[src/verilog/cpu_pkg.sv]
package cpu_pkg;

    localparam int WORD_W   = 16;
    localparam int NUM_REGS = 4;

    // instruction fields
    localparam int OP_MSB   = 15;
    localparam int OP_LSB   = 12;
    localparam int RS_MSB   = 11;
    localparam int RS_LSB   = 10;
    localparam int RT_MSB   = 9;
    localparam int RT_LSB   = 8;
    localparam int RD_MSB   = 7;
    localparam int RD_LSB   = 6;
    localparam int FUNC_MSB = 5;
    localparam int FUNC_LSB = 0;
    localparam int IMM_MSB  = 7;
    localparam int IMM_LSB  = 0;
    localparam int TGT_MSB  = 11;
    localparam int TGT_LSB  = 0;

    localparam logic [5:0] FUNC_ADD = 6'd0;
    localparam logic [5:0] FUNC_SUB = 6'd1;
    localparam logic [5:0] FUNC_AND = 6'd2;
    localparam logic [5:0] FUNC_ORR = 6'd3;
    localparam logic [5:0] FUNC_WWD = 6'd28;
    localparam logic [5:0] FUNC_HLT = 6'd29;

    typedef logic [WORD_W-1:0] word_t;
    typedef logic [$clog2(NUM_REGS)-1:0] reg_idx_t;

    typedef enum logic [3:0] {
        OP_BNE   = 4'd0,
        OP_BEQ   = 4'd1,
        OP_ADI   = 4'd4,
        OP_ORI   = 4'd5,
        OP_LHI   = 4'd6,
        OP_LWD   = 4'd7,
        OP_SWD   = 4'd8,
        OP_JMP   = 4'd9,
        OP_RTYPE = 4'd15
    } opcode_t;

    // first four follow the func code order
    typedef enum logic [2:0] {
        ALU_ADD, ALU_SUB, ALU_AND, ALU_OR, ALU_PASS_B, ALU_CMP
    } alu_op_t;

    typedef struct packed {
        logic    reg_write;
        logic    mem_read;
        logic    mem_write;
        logic    mem_to_reg;
        logic    alu_src_imm;
        alu_op_t alu_op;
        logic    is_branch;
        logic    branch_on_eq;
        logic    is_jump;
        logic    is_wwd;
        logic    is_halt;
        logic    valid;
    } ctrl_t;

    typedef struct packed {
        logic  valid;
        word_t pc;
        word_t instr;
    } if_id_t;

    typedef struct packed {
        ctrl_t    ctrl;
        word_t    pc;
        word_t    rs_val;
        word_t    rt_val;
        word_t    imm;
        reg_idx_t dest;
    } id_ex_t;

    typedef struct packed {
        ctrl_t    ctrl;
        word_t    alu_result;
        word_t    store_data;
        word_t    target;
        logic     taken;
        reg_idx_t dest;
    } ex_mem_t;

    typedef struct packed {
        ctrl_t    ctrl;
        word_t    alu_result;
        word_t    load_data;
        reg_idx_t dest;
    } mem_wb_t;

endpackage

[src/verilog/pipe_reg.sv]
`timescale 1ns/1ns

module pipe_reg #(
    parameter type payload_t = logic
) (
    input  logic     clk,
    input  logic     reset,
    input  logic     stall,
    input  logic     flush,
    input  payload_t d,
    output payload_t q
);

    always_ff @(posedge clk) begin
        if (reset || flush) begin
            q <= '0; // bubble, valid and enables all low
        end else if (!stall) begin
            q <= d;
        end
    end

endmodule

[src/verilog/decode_unit.sv]
`timescale 1ns/1ns

module decode_unit import cpu_pkg::*; (
    input  word_t    instr,
    output ctrl_t    ctrl,
    output word_t    imm,
    output reg_idx_t rs,
    output reg_idx_t rt,
    output reg_idx_t dest,
    output logic     reads_rs,
    output logic     reads_rt
);

    opcode_t    op;
    logic [5:0] func;
    word_t      imm_sext;
    word_t      imm_zext;

    assign op       = opcode_t'(instr[OP_MSB:OP_LSB]);
    assign func     = instr[FUNC_MSB:FUNC_LSB];
    assign rs       = instr[RS_MSB:RS_LSB];
    assign rt       = instr[RT_MSB:RT_LSB];
    assign imm_sext = {{8{instr[IMM_MSB]}}, instr[IMM_MSB:IMM_LSB]};
    assign imm_zext = {8'h00, instr[IMM_MSB:IMM_LSB]};

    always_comb begin
        ctrl        = '0;
        ctrl.valid  = 1'b1; // unknown encodings retire as nops
        ctrl.alu_op = ALU_ADD;
        imm         = '0;
        dest        = rt;
        reads_rs    = 1'b0;
        reads_rt    = 1'b0;
        case (op)
            OP_RTYPE: begin
                dest = instr[RD_MSB:RD_LSB];
                case (func)
                    FUNC_ADD, FUNC_SUB, FUNC_AND, FUNC_ORR: begin
                        ctrl.reg_write = 1'b1;
                        ctrl.alu_op    = alu_op_t'({1'b0, func[1:0]});
                        reads_rs       = 1'b1;
                        reads_rt       = 1'b1;
                    end
                    FUNC_WWD: begin
                        ctrl.is_wwd      = 1'b1;
                        ctrl.alu_src_imm = 1'b1; // rs + 0 carries the value
                        reads_rs         = 1'b1;
                    end
                    FUNC_HLT: ctrl.is_halt = 1'b1;
                    default: ;
                endcase
            end
            OP_ADI, OP_ORI, OP_LWD: begin
                ctrl.reg_write   = 1'b1;
                ctrl.alu_src_imm = 1'b1;
                ctrl.mem_read    = (op == OP_LWD);
                ctrl.mem_to_reg  = (op == OP_LWD);
                ctrl.alu_op      = (op == OP_ORI) ? ALU_OR : ALU_ADD;
                imm              = (op == OP_ORI) ? imm_zext : imm_sext;
                reads_rs         = 1'b1;
            end
            OP_LHI: begin
                ctrl.reg_write   = 1'b1;
                ctrl.alu_src_imm = 1'b1;
                ctrl.alu_op      = ALU_PASS_B;
                imm              = {instr[IMM_MSB:IMM_LSB], 8'h00};
            end
            OP_SWD: begin
                ctrl.mem_write   = 1'b1;
                ctrl.alu_src_imm = 1'b1;
                imm              = imm_sext;
                reads_rs         = 1'b1;
                reads_rt         = 1'b1; // store data
            end
            OP_BNE, OP_BEQ: begin
                ctrl.is_branch    = 1'b1;
                ctrl.branch_on_eq = (op == OP_BEQ);
                ctrl.alu_op       = ALU_CMP;
                imm               = imm_sext;
                reads_rs          = 1'b1;
                reads_rt          = 1'b1;
            end
            OP_JMP: begin
                ctrl.is_jump = 1'b1;
                imm          = {4'h0, instr[TGT_MSB:TGT_LSB]};
            end
            default: ;
        endcase
    end

endmodule

[src/verilog/reg_file.sv]
`timescale 1ns/1ns

module reg_file import cpu_pkg::*; (
    input  logic     clk,
    input  logic     reset,
    input  reg_idx_t rs,
    input  reg_idx_t rt,
    input  logic     we,
    input  reg_idx_t wa,
    input  word_t    wd,
    output word_t    rs_data,
    output word_t    rt_data
);

    word_t regs [NUM_REGS];

    always_ff @(posedge clk) begin
        if (reset) begin
            for (int i = 0; i < NUM_REGS; i++) begin
                regs[i] <= '0;
            end
        end else if (we) begin
            regs[wa] <= wd;
        end
    end

    // write-through covers the writeback stage
    assign rs_data = (we && wa == rs) ? wd : regs[rs];
    assign rt_data = (we && wa == rt) ? wd : regs[rt];

endmodule

[src/verilog/hazard_unit.sv]
`timescale 1ns/1ns

module hazard_unit import cpu_pkg::*; (
    input  reg_idx_t rs,
    input  reg_idx_t rt,
    input  logic     reads_rs,
    input  logic     reads_rt,
    input  id_ex_t   id_ex,
    input  ex_mem_t  ex_mem,
    output logic     stall,
    output logic     flush
);

    logic ex_wr;
    logic mem_wr;
    logic rs_hit;
    logic rt_hit;

    assign ex_wr  = id_ex.ctrl.valid & id_ex.ctrl.reg_write;
    assign mem_wr = ex_mem.ctrl.valid & ex_mem.ctrl.reg_write;

    // no forwarding, so wait until the producer reaches writeback
    assign rs_hit = (ex_wr && id_ex.dest == rs) || (mem_wr && ex_mem.dest == rs);
    assign rt_hit = (ex_wr && id_ex.dest == rt) || (mem_wr && ex_mem.dest == rt);
    assign stall  = (reads_rs & rs_hit) | (reads_rt & rt_hit);

    assign flush = ex_mem.taken | ex_mem.ctrl.is_jump; // resolved in mem stage

endmodule

[src/verilog/execute_unit.sv]
`timescale 1ns/1ns

module execute_unit import cpu_pkg::*; (
    input  id_ex_t  id_ex,
    output ex_mem_t ex_mem
);

    word_t op_a;
    word_t op_b;
    word_t alu_res;

    assign op_a = id_ex.rs_val;
    assign op_b = id_ex.ctrl.alu_src_imm ? id_ex.imm : id_ex.rt_val;

    always_comb begin
        case (id_ex.ctrl.alu_op)
            ALU_ADD:    alu_res = op_a + op_b;
            ALU_SUB:    alu_res = op_a - op_b;
            ALU_AND:    alu_res = op_a & op_b;
            ALU_OR:     alu_res = op_a | op_b;
            ALU_PASS_B: alu_res = op_b;
            ALU_CMP:    alu_res = word_t'(op_a == op_b); // equal flag in bit 0
            default:    alu_res = op_a + op_b;
        endcase
    end

    always_comb begin
        ex_mem.ctrl       = id_ex.ctrl;
        ex_mem.alu_result = alu_res;
        ex_mem.store_data = id_ex.rt_val;
        ex_mem.dest       = id_ex.dest;
        ex_mem.taken      = id_ex.ctrl.is_branch & (alu_res[0] == id_ex.ctrl.branch_on_eq);
        if (id_ex.ctrl.is_jump) begin
            // page bits of the jump's own pc
            ex_mem.target = {id_ex.pc[WORD_W-1:TGT_MSB+1], id_ex.imm[TGT_MSB:0]};
        end else begin
            ex_mem.target = id_ex.pc + 16'd1 + id_ex.imm;
        end
    end

endmodule

[src/verilog/cpu_core.sv]
`timescale 1ns/1ns

module cpu_core import cpu_pkg::*; (
    input  logic  clk,
    input  logic  reset,
    output word_t i_addr,
    input  word_t i_data,
    output logic  d_read,
    output logic  d_write,
    output word_t d_addr,
    output word_t d_wdata,
    input  word_t d_rdata,
    output word_t output_port,
    output logic  output_valid,
    output word_t num_inst,
    output logic  halted
);

    word_t    pc;
    if_id_t   if_id_d, if_id_q;
    id_ex_t   id_ex_d, id_ex_q;
    ex_mem_t  ex_mem_d, ex_mem_q;
    mem_wb_t  mem_wb_d, mem_wb_q;

    ctrl_t    dec_ctrl;
    word_t    dec_imm;
    reg_idx_t dec_rs, dec_rt, dec_dest;
    logic     dec_reads_rs, dec_reads_rt;
    word_t    rs_data, rt_data, wb_data;

    logic     hz_stall, hz_flush;
    logic     redirect;
    logic     halting;
    logic     wb_valid;

    // HLT in writeback freezes everything from this cycle on
    assign halting  = halted | (mem_wb_q.ctrl.valid & mem_wb_q.ctrl.is_halt);
    assign redirect = hz_flush & ~halting;

    always_ff @(posedge clk) begin
        if (reset) begin
            pc <= '0;
        end else if (!halting) begin
            if (redirect) begin
                pc <= ex_mem_q.target;
            end else if (!hz_stall) begin
                pc <= pc + 16'd1;
            end
        end
    end

    assign i_addr  = pc;
    assign if_id_d = '{valid: 1'b1, pc: pc, instr: i_data};

    pipe_reg #(.payload_t(if_id_t)) if_id_i (
        .clk, .reset,
        .stall(hz_stall | halting),
        .flush(redirect),
        .d(if_id_d),
        .q(if_id_q)
    );

    decode_unit decode_i (
        .instr(if_id_q.instr), .ctrl(dec_ctrl), .imm(dec_imm),
        .rs(dec_rs), .rt(dec_rt), .dest(dec_dest),
        .reads_rs(dec_reads_rs), .reads_rt(dec_reads_rt)
    );

    reg_file reg_file_i (
        .clk, .reset,
        .rs(dec_rs), .rt(dec_rt),
        .we(wb_valid & mem_wb_q.ctrl.reg_write),
        .wa(mem_wb_q.dest), .wd(wb_data),
        .rs_data, .rt_data
    );

    hazard_unit hazard_i (
        .rs(dec_rs), .rt(dec_rt),
        .reads_rs(dec_reads_rs & if_id_q.valid),
        .reads_rt(dec_reads_rt & if_id_q.valid),
        .id_ex(id_ex_q), .ex_mem(ex_mem_q),
        .stall(hz_stall), .flush(hz_flush)
    );

    always_comb begin
        id_ex_d.ctrl   = if_id_q.valid ? dec_ctrl : '0;
        id_ex_d.pc     = if_id_q.pc;
        id_ex_d.rs_val = rs_data;
        id_ex_d.rt_val = rt_data;
        id_ex_d.imm    = dec_imm;
        id_ex_d.dest   = dec_dest;
    end

    pipe_reg #(.payload_t(id_ex_t)) id_ex_i (
        .clk, .reset,
        .stall(halting),
        .flush(redirect | (hz_stall & ~halting)), // stall drops a bubble here
        .d(id_ex_d),
        .q(id_ex_q)
    );

    execute_unit execute_i (.id_ex(id_ex_q), .ex_mem(ex_mem_d));

    pipe_reg #(.payload_t(ex_mem_t)) ex_mem_i (
        .clk, .reset,
        .stall(halting),
        .flush(redirect),
        .d(ex_mem_d),
        .q(ex_mem_q)
    );

    // memory stage, younger ops behind a halt never reach the bus
    assign d_read  = ex_mem_q.ctrl.mem_read & ~halting;
    assign d_write = ex_mem_q.ctrl.mem_write & ~halting;
    assign d_addr  = ex_mem_q.alu_result;
    assign d_wdata = ex_mem_q.store_data;

    always_comb begin
        mem_wb_d.ctrl       = ex_mem_q.ctrl;
        mem_wb_d.alu_result = ex_mem_q.alu_result;
        mem_wb_d.load_data  = d_rdata;
        mem_wb_d.dest       = ex_mem_q.dest;
    end

    pipe_reg #(.payload_t(mem_wb_t)) mem_wb_i (
        .clk, .reset,
        .stall(halting),
        .flush(1'b0),
        .d(mem_wb_d),
        .q(mem_wb_q)
    );

    // writeback
    assign wb_valid     = mem_wb_q.ctrl.valid & ~halted;
    assign wb_data      = mem_wb_q.ctrl.mem_to_reg ? mem_wb_q.load_data : mem_wb_q.alu_result;
    assign output_port  = mem_wb_q.alu_result;
    assign output_valid = wb_valid & mem_wb_q.ctrl.is_wwd;

    always_ff @(posedge clk) begin
        if (reset) begin
            num_inst <= '0;
            halted   <= 1'b0;
        end else if (wb_valid) begin
            num_inst <= num_inst + 16'd1;
            if (mem_wb_q.ctrl.is_halt) begin
                halted <= 1'b1;
            end
        end
    end

endmodule

[config.mk]
export PLATFORM = sky130hd
export DESIGN_NAME = cpu_core
export DESIGN_NICKNAME = d
export VERILOG_FILES = /design/src/verilog/cpu_pkg.sv /design/src/verilog/pipe_reg.sv /design/src/verilog/decode_unit.sv /design/src/verilog/reg_file.sv /design/src/verilog/hazard_unit.sv /design/src/verilog/execute_unit.sv /design/src/verilog/cpu_core.sv
export SDC_FILE = /design/constraint.sdc
export NUM_CORES = 1
export LEC_CHECK = 0
export BUFFER_PORTS_ARGS = -buffer_cell sky130_fd_sc_hd__buf_2
export CAP_MARGIN = 0
export CORE_MARGIN = 10
export CORE_UTILIZATION = 49
export DETAILED_ROUTE_END_ITERATION = 12
export GPL_TIMING_DRIVEN = 0
export PLACE_DENSITY = 0.66
export SYNTH_ARGS = -nofsm -noshare
export SYNTH_HDL_FRONTEND = slang
export SYNTH_SLANG_ARGS = --single-unit
export TNS_END_PERCENT = 10
[constraint.sdc]
create_clock -name clk -period 4.2 [get_ports clk]
set_input_delay 1.26 -clock clk [delete_from_list [all_inputs] [get_ports clk]]
set_output_delay 1.26 -clock clk [all_outputs]
set_load 0.005 [all_outputs]
==> metrics <==
outcome complete, no violations; synth warn 0; Synth Net Count 2021; pin count of the biggest net entering global routing 17; n_diodes 0; Clock Path Buffers 3; post-synth top area share 29.4%; CTS tree done; Die Span Y 203 um; top cells by count, synth nand2_1 (308), dfxtp_1 (242), a21oi_1 (215); critical path class reg -> reg; Nets 2175; vias in the first global route 14400; most frequent cell after synthesis nand2_1; Initial Util 49.4%; post-synthesis cell type count 77; max-slew violation count 0; relative slew slack 19.5%; post-DR vias/cell 5.90; Syn Area/Cell 8.59 um^2; initial antenna violation count 0; layout cells sized above 1 14.8%; Synth Cell Area approximately 16000 um^2; H-tree lvl count 2; Num Clock Sinks 306; Max VDD drop approximately 0.27 mV; Seq/Total Area, Yosys 41.1%; first-pass GRT wire length 86700 um; dpl hpwl 43000 um; CTS clk-pin slew, worst paths 60 ps; clock latency on the worst-skew pair 530 ps; maxcap violations 0; Num CTS Buffers 35; top_reg_cell synth dfxtp_1; Worst-Margin Slew 1200 ps; CP bufs+invs 3; clk_skew about 23 ps; Max Clock Freq 252 MHz; Root Buffer clkbuf_16; Die W 203 um; period utilization 94.5%; DRC 0; Leak 7.53 nW; Yosys reg bits 306; Req. time, crit path roughly 4600 ps; wirelength, routed 57400 um; Fill cells 3150; total power 7.41 mW; ANT nets after route 0; Starting DRT DRC Count about 1600; CP dominant cell by count a31oi_1; Async SR Flop Fraction 0%; Worst Path Arrival between 4000 and 5000 ps; CP max FO 10; crit-path cells clkbuf_1 > buf_2 > mux2_2 > inv_1 > ha_1 > o21bai_1 > a221o_1 > o221a_2 > a221oi_2 > o31ai_1 > xnor2_1 > a31oi_1 > a31oi_1; CP delay by family, top compound AO/OA/AOI/OAI gates; Post-CTS Setup Inserts 0; gp weighted congestion between 0.9 and 1; CP Launch Type register; min Tclk post-route 3970 ps; setup TNS 0 ps; I/O pin cnt 118; Cells after Synth 1918; number of synthesized flops with an enable pin 64; DR vias 15000; GRT Resource Usage Total 27.0%; CP Capture Type register; CORE AREA 33400 um^2; Hold Buf Count CTS 0; total iterations of the first detailed-routing run 7; area occupied by multi-input gates 8500 um^2; CP peak stage delay 460 ps; Worst Hold Class reg -> reg; PortBufs 117; Sequential Area 6770 um^2; Avg WL per Cell 22.5 um; row cnt 67; Die ar. 41400 um^2; Area Overhead vs Synth 14.2%; power per cell area 394 nW/um^2; Final setup violation count 0; RSZ-0062 raised after global routing false; Slowest cell on crit path a221oi_2; Fin. Hold Viols 0; top post-synthesis cells by area dfxtp_1 (29%), edfxtp_1 (12%), nand2_1 (7.0%), a21oi_1 (6.5%), ha_1 (5.0%); leading area contributor after synthesis dfxtp_1; grt ovf 0
-- state kept, by name, summed over array words and instances, names as in the netlist --
register         cells
ex_mem_i.q          58
halted               1
i_addr              16
id_ex_i.q           79
if_id_i.q           33
mem_wb_i.q          39
num_inst            16
reg_file_i.regs     64
-- path summary, 6_finish.rpt --
| path | startpoint | to | slack (ps) | cells after the start |
|---|---|---|---|---|
| min | if_id_i.q[17] | id_ex_i.q[51] | 450 | 2 |
| min reg2reg | if_id_i.q[17] | id_ex_i.q[51] | 450 | 2 |
| max | id_ex_i.q[75] | ex_mem_i.q[50] | 230 | 13 |
| max reg2reg | id_ex_i.q[75] | ex_mem_i.q[50] | 230 | 13 |
-- worst reg2reg max path: cells and delay by family, from the launching register on --
kind | cells | cell delay, ps
flip-flops | 1 | 310
multiplexers | 1 | 420
AO/OA/AOI/OAI | 7 | 1710
XOR/XNOR | 1 | 160
adder cells (fa/ha/maj) | 1 | 200
buffers and inverters | 3 | 1100
-- routing by layer --
| metal | vias up | share of wire, % | GRT usage (%) | wire length, um |
|---|---|---|---|---|
| li1 | 6978 | - | - | - |
| met1 | 7259 | 43 | 36.2 | 24600 |
| met2 | 664 | 45 | 42.4 | 26000 |
| met3 | 102 | 9.0 | 6.20 | 5170 |
| met4 | 0 | 2.8 | 8.26 | 1620 |
| met5 | - | 0 | 0 | 0 |
-- placed cells by master, fill, tap and decap left out, types with 6 or more instances in the layout --
master and count:
nand3_1 27, mux2i_1 49, mux4_2 32, a31oi_1 12, nor3_1 27, a22oi_1 16
o221ai_1 8, o21bai_1 8, ha_1 66, clkbuf_16 36, a221o_1 7, dfxtp_1 242
and2_1 6, a21oi_1 214, clkbuf_1 103, nand4_1 9, o22ai_1 6, nand2_1 308
nand2b_1 13, nor2_1 205, or3_1 11, inv_1 83, o21ai_0 75, mux2_2 9
and3_1 8, clkbuf_8 9, buf_2 138, o211ai_1 11, o31ai_1 8, buf_4 50
nor4_1 13, xor2_1 31, edfxtp_1 64, a211oi_1 29, xnor2_1 24, nor2b_1 11
a222oi_1 16, a221oi_1 6, a21o_1 14
-- cells by family (layout without fill, tap and decap cells) --
kind of cell               Yosys count  in the layout  share of synthesized area [%]
DFF                                306            306                           41.1
adders and majority gates           70             70                           5.44
AOI/OAI and AO/OA                  474            474                           18.0
xor gates and xnor gates            55             55                           2.92
muxes                               91             91                           8.03
and+or+nand+nor                    660            660                           17.1
buffers and inverters              262            441                           7.46
-- per-stage QoR --
| step | setup WS, ps | area [um^2] | hold slack [ps] | utilization [%] | cells |
|---|---|---|---|---|---|
| final | 231 | 18800 | 455 | 56.4 | 2545 |
| after global routing | 35.9 | 18800 | 469 | 56.4 | 2545 |
| after CTS | 141 | 18800 | 457 | 56.3 | 2545 |
| after detailed placement | 184 | 17600 | 448 | 52.8 | 2483 |
| after global placement | 214 | 17600 | 442 | 52.8 | 2483 |
| after floorplan | 1100 | 16500 | 432 | - | 1918 |
-- power by group --
part / internal [mW] / total, mW / switching (mW)
logic: 0.411 / 1.00 / 0.590
clock network: 1.86 / 3.11 / 1.26
registers: 3.13 / 3.30 / 0.162
-- area by class of cell --
type                            count  area share [%]
Sequential cell                   306            36.0
Buffer                            179            4.89
Clock inverter                     10           0.632
Tap cell                          448            2.98
Inverter                           83            1.66
Multi-Input combinational cell   1350            45.2
Timing Repair Buffer              117            3.11
Clock buffer                       52            5.59
-- timing repair --
| item | in CTS | in global routing |
|---|---|---|
| resized for setup | 2 | 3 |
| setup endpoints to repair | 2 | 5 |
| endpoints found under the hold margin | 0 | 0 |
| gates cloned | 0 | 0 |
Power figures use the tool's default switching activity.
